==> config.mk <==
export PLATFORM = sky130hd
export DESIGN_NAME = trigTable
export DESIGN_NICKNAME = d
export VERILOG_FILES = /design/src/source/dftConfigPkg.sv /design/src/source/trigTablePkg.sv /design/src/source/trigTable.sv
export SDC_FILE = /design/constraint.sdc
export NUM_CORES = 1
export LEC_CHECK = 0
export ABC_CLOCK_PERIOD_IN_PS = 4110
export BUFFER_PORTS_ARGS = -buffer_cell sky130_fd_sc_hd__buf_2
export CORE_ASPECT_RATIO = 1.25
export CORE_UTILIZATION = 46
export DETAILED_ROUTE_END_ITERATION = 10
export GPL_TIMING_DRIVEN = 0
export PLACE_DENSITY = 0.72
export SLEW_MARGIN = 20
export SYNTH_ARGS = -nofsm -noshare
export SYNTH_HDL_FRONTEND = slang
export SYNTH_SLANG_ARGS = --single-unit
export TNS_END_PERCENT = 5
==> constraint.sdc <==
create_clock -name vclk -period 4.11
set_input_delay 0.822 -clock vclk [all_inputs]
set_output_delay 0.822 -clock vclk [all_outputs]
set_load 0.05 [all_outputs]
==> src/source/dftConfigPkg.sv <==
// Analyzer sizes and derived widths
// Scalar typedefs for samples, phases, sums and magnitudes
// Sequencer broadcast, trig pair and per-octave magnitude structs
package dftConfigPkg;

    localparam int octaveCount = 3;                        // Octaves in the analyzer
    localparam int binCount    = 4;                        // Bins per octave
    localparam int inWidth     = 12;                       // External sample width
    localparam int sampleWidth = inWidth + octaveCount - 1; // Room for two pairwise sums
    localparam int trigWidth   = 12;                       // Signed table values
    localparam int phaseWidth  = 6;                        // 64 table entries
    localparam int topWindow   = 32;                       // Octave 0 window, halves per octave
    localparam int sumWidth    = sampleWidth + trigWidth + $clog2(topWindow);
    localparam int magWidth    = sumWidth;

    typedef logic [$clog2(octaveCount)-1:0] octaveIdxT;
    typedef logic [$clog2(binCount)-1:0]    binIdxT;
    typedef logic [phaseWidth-1:0]          phaseT;
    typedef logic signed [sampleWidth-1:0]  sampleT;
    typedef logic signed [trigWidth-1:0]    trigT;
    typedef logic signed [sumWidth-1:0]     sumT;         // Running sine or cosine sum
    typedef logic [magWidth-1:0]            magT;

    // Sequencer broadcast, one step of the frame walk
    typedef struct packed {
        octaveIdxT octave;     // Octave being worked on
        binIdxT    bin;        // Bin being worked on
        logic      addPass;    // High for add pass, low for subtract pass
        logic      calcActive; // High during both passes
    } opCtrlT;

    // Sine and cosine read at the same phase
    typedef struct packed {
        trigT sinVal;
        trigT cosVal;
    } trigPairT;

    typedef magT [binCount-1:0] binMagsT; // One octave's magnitudes

endpackage

==> src/source/trigTablePkg.sv <==
// Quarter-symmetric sine table scaled to 2047
// Per-bin phase advance per sample
// Start phases of the oldest-sample counters per octave and bin
package trigTablePkg;

    localparam int tableSize     = 2 ** dftConfigPkg::phaseWidth;
    localparam int quarterPeriod = tableSize / 4;   // Cosine offset into the sine table

    // Entry i is round(2047 * sin(2*pi*i/64))
    localparam dftConfigPkg::trigT sineTable [tableSize] = '{
           0,   201,   399,   594,   783,   965,  1137,  1299,
        1447,  1582,  1702,  1805,  1891,  1959,  2008,  2037,
        2047,  2037,  2008,  1959,  1891,  1805,  1702,  1582,
        1447,  1299,  1137,   965,   783,   594,   399,   201,
           0,  -201,  -399,  -594,  -783,  -965, -1137, -1299,
       -1447, -1582, -1702, -1805, -1891, -1959, -2008, -2037,
       -2047, -2037, -2008, -1959, -1891, -1805, -1702, -1582,
       -1447, -1299, -1137,  -965,  -783,  -594,  -399,  -201
    };

    // Table steps per sample, one per bin
    localparam dftConfigPkg::phaseT binStep [dftConfigPkg::binCount] = '{
        6'd1, 6'd2, 6'd3, 6'd5
    };

    // Minus window length times step, mod 64
    // Windows are 32, 16 and 8 samples
    localparam dftConfigPkg::phaseT
        windowPhaseOffset [dftConfigPkg::octaveCount][dftConfigPkg::binCount] = '{
        '{6'd32, 6'd0,  6'd32, 6'd32},  // Octave 0
        '{6'd48, 6'd32, 6'd16, 6'd48},  // Octave 1
        '{6'd56, 6'd48, 6'd40, 6'd24}   // Octave 2
    };

endpackage

==> src/source/trigTable.sv <==
// Shared sine and cosine lookup
// Only the octave being walked gets its phase served
`timescale 1ns/100ps

module trigTable (
    input  dftConfigPkg::opCtrlT                                    opCtrl,
    input  dftConfigPkg::phaseT [dftConfigPkg::octaveCount-1:0]     phaseReq,
    output dftConfigPkg::trigPairT                                  trig
);
    import dftConfigPkg::*;
    import trigTablePkg::*;

    phaseT phaseSel;   // Requested phase of the active octave
    phaseT cosIdx;     // Quarter turn ahead, wraps at 64

    always_comb
    begin
        phaseSel    = phaseReq[opCtrl.octave];
        cosIdx      = phaseSel + phaseT'(quarterPeriod);
        trig.sinVal = sineTable[phaseSel];
        trig.cosVal = sineTable[cosIdx];
    end

endmodule

# Word-level counts from Yosys, hierarchy flattened
# Memories as Yosys holds them, arrays and structs flattened.
# Index checks and enable logic that the tools add are counted.
# classes
addsub	1
n_lt_le_gt_ge	3
muxes	6
bitwise	2
# op_table
operator	count
$mux 12	4
$ge 7x7->1 const B	2
$not 6->7	2
$bmux 6 s2	1
$add 6x5->6 const B	1
$mux 6	1
$lt 2x3->1 const B	1
# totals
ff_bits	0
rom_bits	1536
in_bits	24
output_inout_bits	24
memories	2
# memory_table
name	depth	word_bits	read_ports	rd_clocked_by_memory_dff	write_ports	line	rtl
(no name shown)	64	12	1	0	0	trigTable.sv:21	trig.cosVal = sineTable[cosIdx];
(no name shown)	64	12	1	0	0	trigTable.sv:20	trig.sinVal = sineTable[phaseSel];

# Depth between registers and ports, before layout
# Gate-level depths: netlist (run 1).
# logic_depth
ltp_word	7
mapped_depth	11
ltp_nobuf	9

# Worst setup path after synthesis (run 1)
# OpenSTA, ideal clock, no wires.
# synth_path
kind	in2out
start	input opCtrl[4] (netlist bit)
end	output trig[6] (netlist bit)
arrival_time_ns	3.642
required_ns	3.288
slack_ns	-0.354
stages	10
path_cell_list	buf_6 mux2i_1 a2bb2oi_2 buf_4 ha_1 o211ai_1 o21ai_0 a2bb2oi_1 o22ai_1 a221oi_1
# synth_lines
item	line	rtl
start, declared	trigTable.sv:6	input dftConfigPkg::opCtrlT opCtrl,
end, declared	trigTable.sv:8	output dftConfigPkg::trigPairT trig

==> results.cfg, run 1 <==
[run_status]
status = finished with violations
violations = DRC

[worst_setup_path]
cp_slowest_cell = ha_2
start_kind = input pin
worstPathMaxFanout = 8
crit_path_max_incr_delay_ns = 0.31
cp.required_ns = 3.29
crit_arrival_ns = 3.19
setup.worst_path.start = opCtrl[4]
crit_path_end = trig[20]
cp_cell_sequence = buf_2 > buf_8 > mux2i_4 > a2bb2oi_4 > buf_8 > ha_2 > and4b_2 > a21oi_4 > o21ai_0 > nand2_1 > a31oi_1 > a21oi_1 > buf_2
critPathCaptureType = output pin
path_class = in2out

[floorplan]
die_h_um = 70.3
die_x_um = 56.7
pin_count = 48
start_util_pct = 48.5
dieArea_um2 = 3980
coreArea_um2 = 3540
row_count = 24

[yosys]
synthesis.area_um2 = 1720
synth_area_leaders = mux2i_1, o21ai_0, o22ai_1, a21oi_1, nand2_1
syn-instance-count = 259
synth_warnings = 0
synth_fp_nets = 291
syn_area_per_cell_um2 = 6.63
synth.distinct_cells = 52
seq_area_frac_synth_pct = 0
yosys.area.top_type = mux2i_1
synth_top_area_share_pct = 11.1

[route]
drtIter0Drc = 228
routed_via_density = 7.06
drt_pass1_iterations = 9
ant_nets = 0
routedWlPerCell_um = 19.4
vias = 2465
drcViolationCount = 9
drt_wl_total_mm = 6.78

[sta]
worst_pin_slew_ns = 0.590
timing.final.max_slew_violations = 0
setup_violations = 0
min_period_ns = 4.01
hold_viol = 0
setup_tns_ns = 0
period_share_pct = 97.6
slew_headroom_pct = 60.7
rsz0062_at_grt = yes
fmax_mhz = 249

[cells_and_area]
num-nets-final = 344
ff_latch_area_um2 = 0
drive_above_1_share_pct = 31.6
diodes = 0
final_core_util_pct = 60.3
instances_no_fill = 349
clkbuf_count = 0
seq_cells = 0
synthToLayoutAreaGrowth_pct = 24.5

[job]
cap_violations = 0

[global_route]
grt_max_degree = 14
antenna_found_initial = 0
grt_pass1_wl_mm = 10.7
grt_overflow = 0
grt_pass1_vias = 2291
gr-usage-all-layers_pct = 33.1

[place]
place_congestion = 1.02
hpwlAfterDp_mm = 4.82
portBuffers = 44
dp.cells = 342

[pwr]
leakagePower_nw = 0.913
powerDensity_nw_per_um2 = 296
ir_worst_vdd_mv = 0.176

[hold_path]
holdCritPathClass = in2out
## layout by cell type (no fill, tap or decap), types with 3 or more instances in the layout
cell type  Yosys  final
nand2_1       28     28
nor3_1         7      7
a21o_1         3      3
a21oi_1       21     20
clkbuf_4       0      5
a221oi_1       4      3
o21ai_1        4      4
clkbuf_1       5      4
a211oi_1       4      4
buf_4          5     16
a22oi_1        8      8
o221ai_1       5      5
a31oi_1        6      6
o22ai_1       17     17
ha_2           0      3
nand3_1        5      5
o21ai_0       22     21
o2bb2ai_1      3      3
buf_2         12     47
a2bb2oi_1      4      4
mux2i_1       19     17
ha_1           8      5
o211ai_1       7      7
nor2_1        25     25
a21boi_0       3      3
## stage by stage
| step | hold WS, ns | setup WS [ns] | power [mW] | instance area (um^2) |
|---|---|---|---|---|
| after detailed placement | 2.31 | -0.458 | 0.587 | 1990 |
| after global placement | 2.30 | -0.469 | 0.585 | 1990 |
| after global routing | 2.38 | -0.0476 | 0.668 | 2140 |
| after floorplan | 2.16 | -0.262 | 0.460 | 1720 |
| after CTS | 2.31 | -0.0155 | 0.602 | 2050 |
| final | 2.32 | 0.0969 | 0.633 | 2140 |
## cell usage after synthesis (4+ instances only)
| cell type | instances |
|---|---|
| o211ai_1 | 7 |
| o21ai_1 | 4 |
| buf_4 | 5 |
| clkbuf_1 | 5 |
| a21oi_1 | 21 |
| nor2_1 | 25 |
| nand3_1 | 5 |
| ha_1 | 8 |
| o22ai_1 | 17 |
| o221ai_1 | 5 |
| buf_2 | 12 |
| a22oi_1 | 8 |
| nand2_1 | 28 |
| a31oi_1 | 6 |
| o21ai_0 | 22 |
| a221oi_1 | 4 |
| a2bb2oi_1 | 4 |
| a211oi_1 | 4 |
| mux2i_1 | 19 |
| nor3_1 | 7 |
## cell families (layout without fill, tap and decap cells)
logic type,count (synthesis),after routing,share of synthesized area [%]
adder cells (fa/ha/maj),8,8,5.83
AND/OR/NAND/NOR,75,75,20.2
multiplexers,22,22,13.3
buffers and inverters,28,79,9.40
AO/OA/AOI/OAI,126,126,51.3
## how the worst min path moves through the flow
stage	from	to	slack [ns]	depth (start not counted)
CTS	phaseReq[16]	trig[16]	2.31	5
detailed placement	phaseReq[16]	trig[16]	2.31	5
finish	phaseReq[16]	trig[16]	2.32	5
global placement	phaseReq[16]	trig[16]	2.30	5
floorplan	phaseReq[13]	trig[6]	2.16	4
global route	phaseReq[16]	trig[16]	2.38	5
## power breakdown
| group | total [mW] | switching, mW | internal [mW] |
|---|---|---|---|
| Clock | 0 | 0 | 0 |
| Sequential | 0 | 0 | 0 |
| Combinational | 0.633 | 0.433 | 0.200 |
| Total | 0.633 | 0.433 | 0.200 |
## worst max-delay path, delay by kind of cell
family / cells / cell delay [ns]
AO/OA/AOI/OAI: 5 / 0.77
adder cells (fa/ha/maj): 1 / 0.31
buffers and inverters: 4 / 0.65
multiplexers: 1 / 0.24
AND/OR/NAND/NOR: 2 / 0.39
## area by class of cell
| type | instances | area (um^2) |
|---|---|---|
| Inverter | 3 | 11.3 |
| Multi-Input combinational cell | 231 | 1620 |
| Tap cell | 39 | 48.8 |
| Fill cell | 365 | 1410 |
| Buffer | 24 | 160 |
| Timing Repair Buffer | 52 | 300 |
## layer usage
layer	vias to the layer above	global-route usage, %	wire length [um]
met3	42	3.70	774
li1	1114	-	-
met1	1122	41.7	2600
met2	187	53.4	3040
met4	0	19.2	365
met5	-	0	0
## repair_timing
action,4_1_cts,5_1_grt
pin swaps,1,4
gates resized for setup,9,21
buffers inserted,3,5
setup endpoints to repair,20,16
hold buffers,0,0
(Power assumes the default switching activity.)
==> run 2, diff against run 1 <==
- BUFFER_PORTS_ARGS: -buffer_cell sky130_fd_sc_hd__buf_2 -> -buffer_cell sky130_fd_sc_hd__buf_4
- CELL_PAD_IN_SITES_DETAIL_PLACEMENT: unset -> 0
- CELL_PAD_IN_SITES_GLOBAL_PLACEMENT: unset -> 1
- CORE_UTILIZATION: 46 -> 39
- GPL_TIMING_DRIVEN: 0 -> unset
- PLACE_DENSITY: 0.72 -> unset
- PLACE_DENSITY_LB_ADDON: unset -> 0.1
==> results.cfg, run 2 (synthesis gave the netlist of run 1 again) <==
[run_status]
status = complete, no violations

[sta]
worst_pin_slew_ns = 0.953
worst_slack_ns = 0.185
min_period_ns = 3.92
whs_ns = 2.29
fmax_mhz = 255
setup_violations = 0
period_share_pct = 95.5
slew_headroom_pct = 36.5
hold_viol = 0
rsz0062_at_grt = no
timing.final.max_slew_violations = 0

[pwr]
power_frac_comb_pct = 100.0
pwr-share-clk_pct = 0
p_sw_uw = 419
swShare_pct = 65.6
ir_worst_vdd_mv = 0.232
p_int_uw = 220
leakagePower_nw = 0.933
powerDensity_nw_per_um2 = 293
seqPwrFrac_pct = 0

[cells_and_area]
final_cell_mix = buf_4, nand2_1, nor2_1, o21ai_0, a21oi_1
clkbuf_count = 0
seq_cells = 0
final_core_util_pct = 52.3
drive_above_1_share_pct = 28.5
instances_no_fill = 358
num-nets-final = 336
diodes = 0
layout_commonest_cell = buf_4
synthToLayoutAreaGrowth_pct = 26.8
ff_latch_area_um2 = 0
final_area_um2 = 2180

[place]
portBuffers = 44
hpwlAfterDp_mm = 4.59
placed_cell_area_um2 = 2170
place_ws_ns = 0.0709
place_congestion = 0.930
dp.cells = 358

[floorplan]
coreArea_um2 = 4160
start_util_pct = 41.3
die_x_um = 61.4
pin_count = 48
die_h_um = 76.2
row_count = 26
dieArea_um2 = 4680

[global_route]
grt_pass1_wl_mm = 9.83
grt_max_degree = 48
grt_pass1_vias = 2066
grt_overflow = 0
gr-usage-all-layers_pct = 26.3
antenna_found_initial = 0

[worst_setup_path]
path_class = in2out
worstPathMaxFanout = 18
cp.required_ns = 3.29
crit_arrival_ns = 3.10
start_kind = input pin
critPathCaptureType = output pin

[route]
drt_pass1_iterations = 5
drcViolationCount = 0
drtIter0Drc = 156
drt_wl_total_mm = 6.05
routed_via_density = 6.26
ant_nets = 0
vias = 2242
routedWlPerCell_um = 16.9

[clock_network]
cts_setup_buffers = 0

[hold_path]
holdCritPathClass = in2out

[job]
cap_violations = 0
==> run 2: cell type report <==
class / instances / area [um^2]
fill: 448 / 1990
inverter: 3 / 11.3
multi-input combinational: 231 / 1570
tap: 56 / 70.1
timing repair buffer: 68 / 527
==> run 2: worst max-delay path: stages <==
cell and delay [ns]:
buf_4 0.14, and2b_1 0.24, a2bb2oi_2 0.19, buf_6 0.21, inv_2 0.12, ha_1 0.22
or2_2 0.31, mux2i_1 0.18, a21oi_1 0.11, a22oi_1 0.22, o221ai_1 0.13, buf_4 0.21
==> run 2: worst paths after layout <==
check	start	end	slack, ns	cells after the start
worst max-delay path	opCtrl[4]	trig[15]	0.19	12
worst min-delay path	phaseReq[17]	trig[23]	2.29	5
==> run 2: power groups by stage <==
stage                     Sequential, mW  Clock (mW)  Combinational [mW]
after floorplan                        0           0               0.460
after global placement                 0           0               0.631
after detailed placement               0           0               0.631
after CTS                              0           0               0.633
after global routing                   0           0               0.681
final                                  0           0               0.639
==> run 2: layer usage <==
metal,global-route usage [%],wire (um),vias to the layer above
met2,46.3,2950,90
met3,0.679,351,8
met4,5.56,89,0
li1,-,-,1104
met1,34.5,2660,1040
met5,0,0,-
==> run 2: metrics by stage <==
stage | power, mW | setup TNS, ns
floorplan | 0.460 | -1.71
global placement | 0.631 | 0
finish | 0.639 | 0
CTS | 0.633 | 0
detailed placement | 0.631 | 0
global route | 0.681 | 0
==> run 2: what timing repair did <==
item,4_1_cts,5_1_grt
setup endpoints to repair,0,8
hold buffers,0,0
endpoints found under the hold margin,0,0
resized for setup,0,2
==> run 3, diff against run 2 <==
- PLACE_DENSITY: unset -> 0.88
- PLACE_DENSITY_LB_ADDON: 0.1 -> unset
==> results.cfg, run 3 (synthesis gave the netlist of run 1 again) <==
[route]
routedWlPerCell_um = 17.3
drt_pass1_iterations = 5
drt_wl_total_mm = 6.17
vias = 2258
routed_via_density = 6.32
ant_nets = 0
drcViolationCount = 0
drtIter0Drc = 135

[global_route]
grt_max_degree = 36
gr-usage-all-layers_pct = 26.5
antenna_found_initial = 0
grt_pass1_vias = 2072
grt_pass1_wl_mm = 9.89
grt_overflow = 0

[run_status]
status = complete, no violations

[cells_and_area]
fillers = 452
diodes = 0
num-nets-final = 335
seq_cells = 0
final_core_util_pct = 52.7
final_cell_mix = buf_4, nand2_1, nor2_1, o21ai_0, a21oi_1
synthToLayoutAreaGrowth_pct = 27.7
drive_above_1_share_pct = 28.2
ff_latch_area_um2 = 0
clkbuf_count = 0
layout_commonest_cell = buf_4

[place]
place_congestion = 0.943
portBuffers = 44
hpwlAfterDp_mm = 4.54

[sta]
timing.final.max_slew_violations = 0
hold_viol = 0
period_share_pct = 97.9
min_period_ns = 4.03
rsz0062_at_grt = no
setup_violations = 0
worst_pin_slew_ns = 1.07
slew_headroom_pct = 28.8
fmax_mhz = 248

[worst_setup_path]
worstPathMaxFanout = 12
worst-path-buf-inv = 3
crit_arrival_ns = 3.20
crit_path_max_incr_delay_ns = 0.85
start_kind = input pin
cp_top_family = compound AO/OA/AOI/OAI gates
critPathCaptureType = output pin
cp_common_cell = buf_4
path_class = in2out
cp_slowest_cell = o2bb2ai_1
cp_cell_sequence = buf_4 > buf_4 > mux2i_1 > o2bb2ai_1 > nand2_1 > o22ai_1 > nor3_2 > buf_4
cp.required_ns = 3.29

[pwr]
power.total_uw = 645
p_sw_uw = 421
powerDensity_nw_per_um2 = 294
ir_worst_vdd_mv = 0.166
seqPwrFrac_pct = 0
power_frac_comb_pct = 100.0
pwr-share-clk_pct = 0
swShare_pct = 65.2
leakagePower_nw = 0.934
p_int_uw = 225

[floorplan]
coreArea_um2 = 4160
pin_count = 48
row_count = 26
die_x_um = 61.4
start_util_pct = 41.3
dieArea_um2 = 4680
die_h_um = 76.2

[job]
cap_violations = 0

[clock_network]
cts_resized = 0
cts-hold-fix-buffers = 0
cts_setup_buffers = 0

[hold_path]
holdCritPathClass = in2out
## run 3: cell type report
| class | instances | area [um^2] | share of cell area, % |
|---|---|---|---|
| inverter | 3 | 11.3 | 0.513 |
| multi-input combinational | 231 | 1570 | 71.5 |
| tap | 56 | 70.1 | 3.19 |
| timing repair buffer | 67 | 544 | 24.8 |
## run 3: stage by stage
stage | hold slack (ns) | setup TNS, ns | std cells | instance area (um^2) | setup WS (ns)
floorplan | 2.16 | -1.71 | 259 | 1720 | -0.262
finish | 2.30 | 0 | 357 | 2190 | 0.0845
CTS | 2.29 | 0 | 357 | 2190 | 0.0701
global placement | 2.30 | 0 | 357 | 2190 | 0.130
global route | 2.34 | 0 | 357 | 2190 | 0.0212
detailed placement | 2.29 | 0 | 357 | 2190 | 0.0786
## run 3: path summary, 6_finish.rpt
kind | startpoint | endpoint | slack, ns | cells after the start
max | opCtrl[4] | trig[13] | 0.08 | 8
min | phaseReq[17] | trig[23] | 2.30 | 5
## run 3: routing by layer
| layer | routed length (um) | vias up | track usage, % |
|---|---|---|---|
| met5 | 0 | - | 0 |
| met4 | 110 | 0 | 6.89 |
| met3 | 438 | 12 | 1.19 |
| met2 | 3010 | 123 | 45.1 |
| met1 | 2610 | 1022 | 35.4 |
| li1 | - | 1101 | - |
## run 3: tightest hold or removal path, cell delays in order
cell       delay, ns
buf_4           0.08
a2bb2oi_1       0.05
buf_4           0.19
a21oi_1         0.13
buf_4           0.21
## run 3: power by group through the flow
stage | Sequential, mW | Clock [mW] | Combinational (mW)
finish | 0 | 0 | 0.645
global route | 0 | 0 | 0.688
CTS | 0 | 0 | 0.639
detailed placement | 0 | 0 | 0.636
global placement | 0 | 0 | 0.632
floorplan | 0 | 0 | 0.460
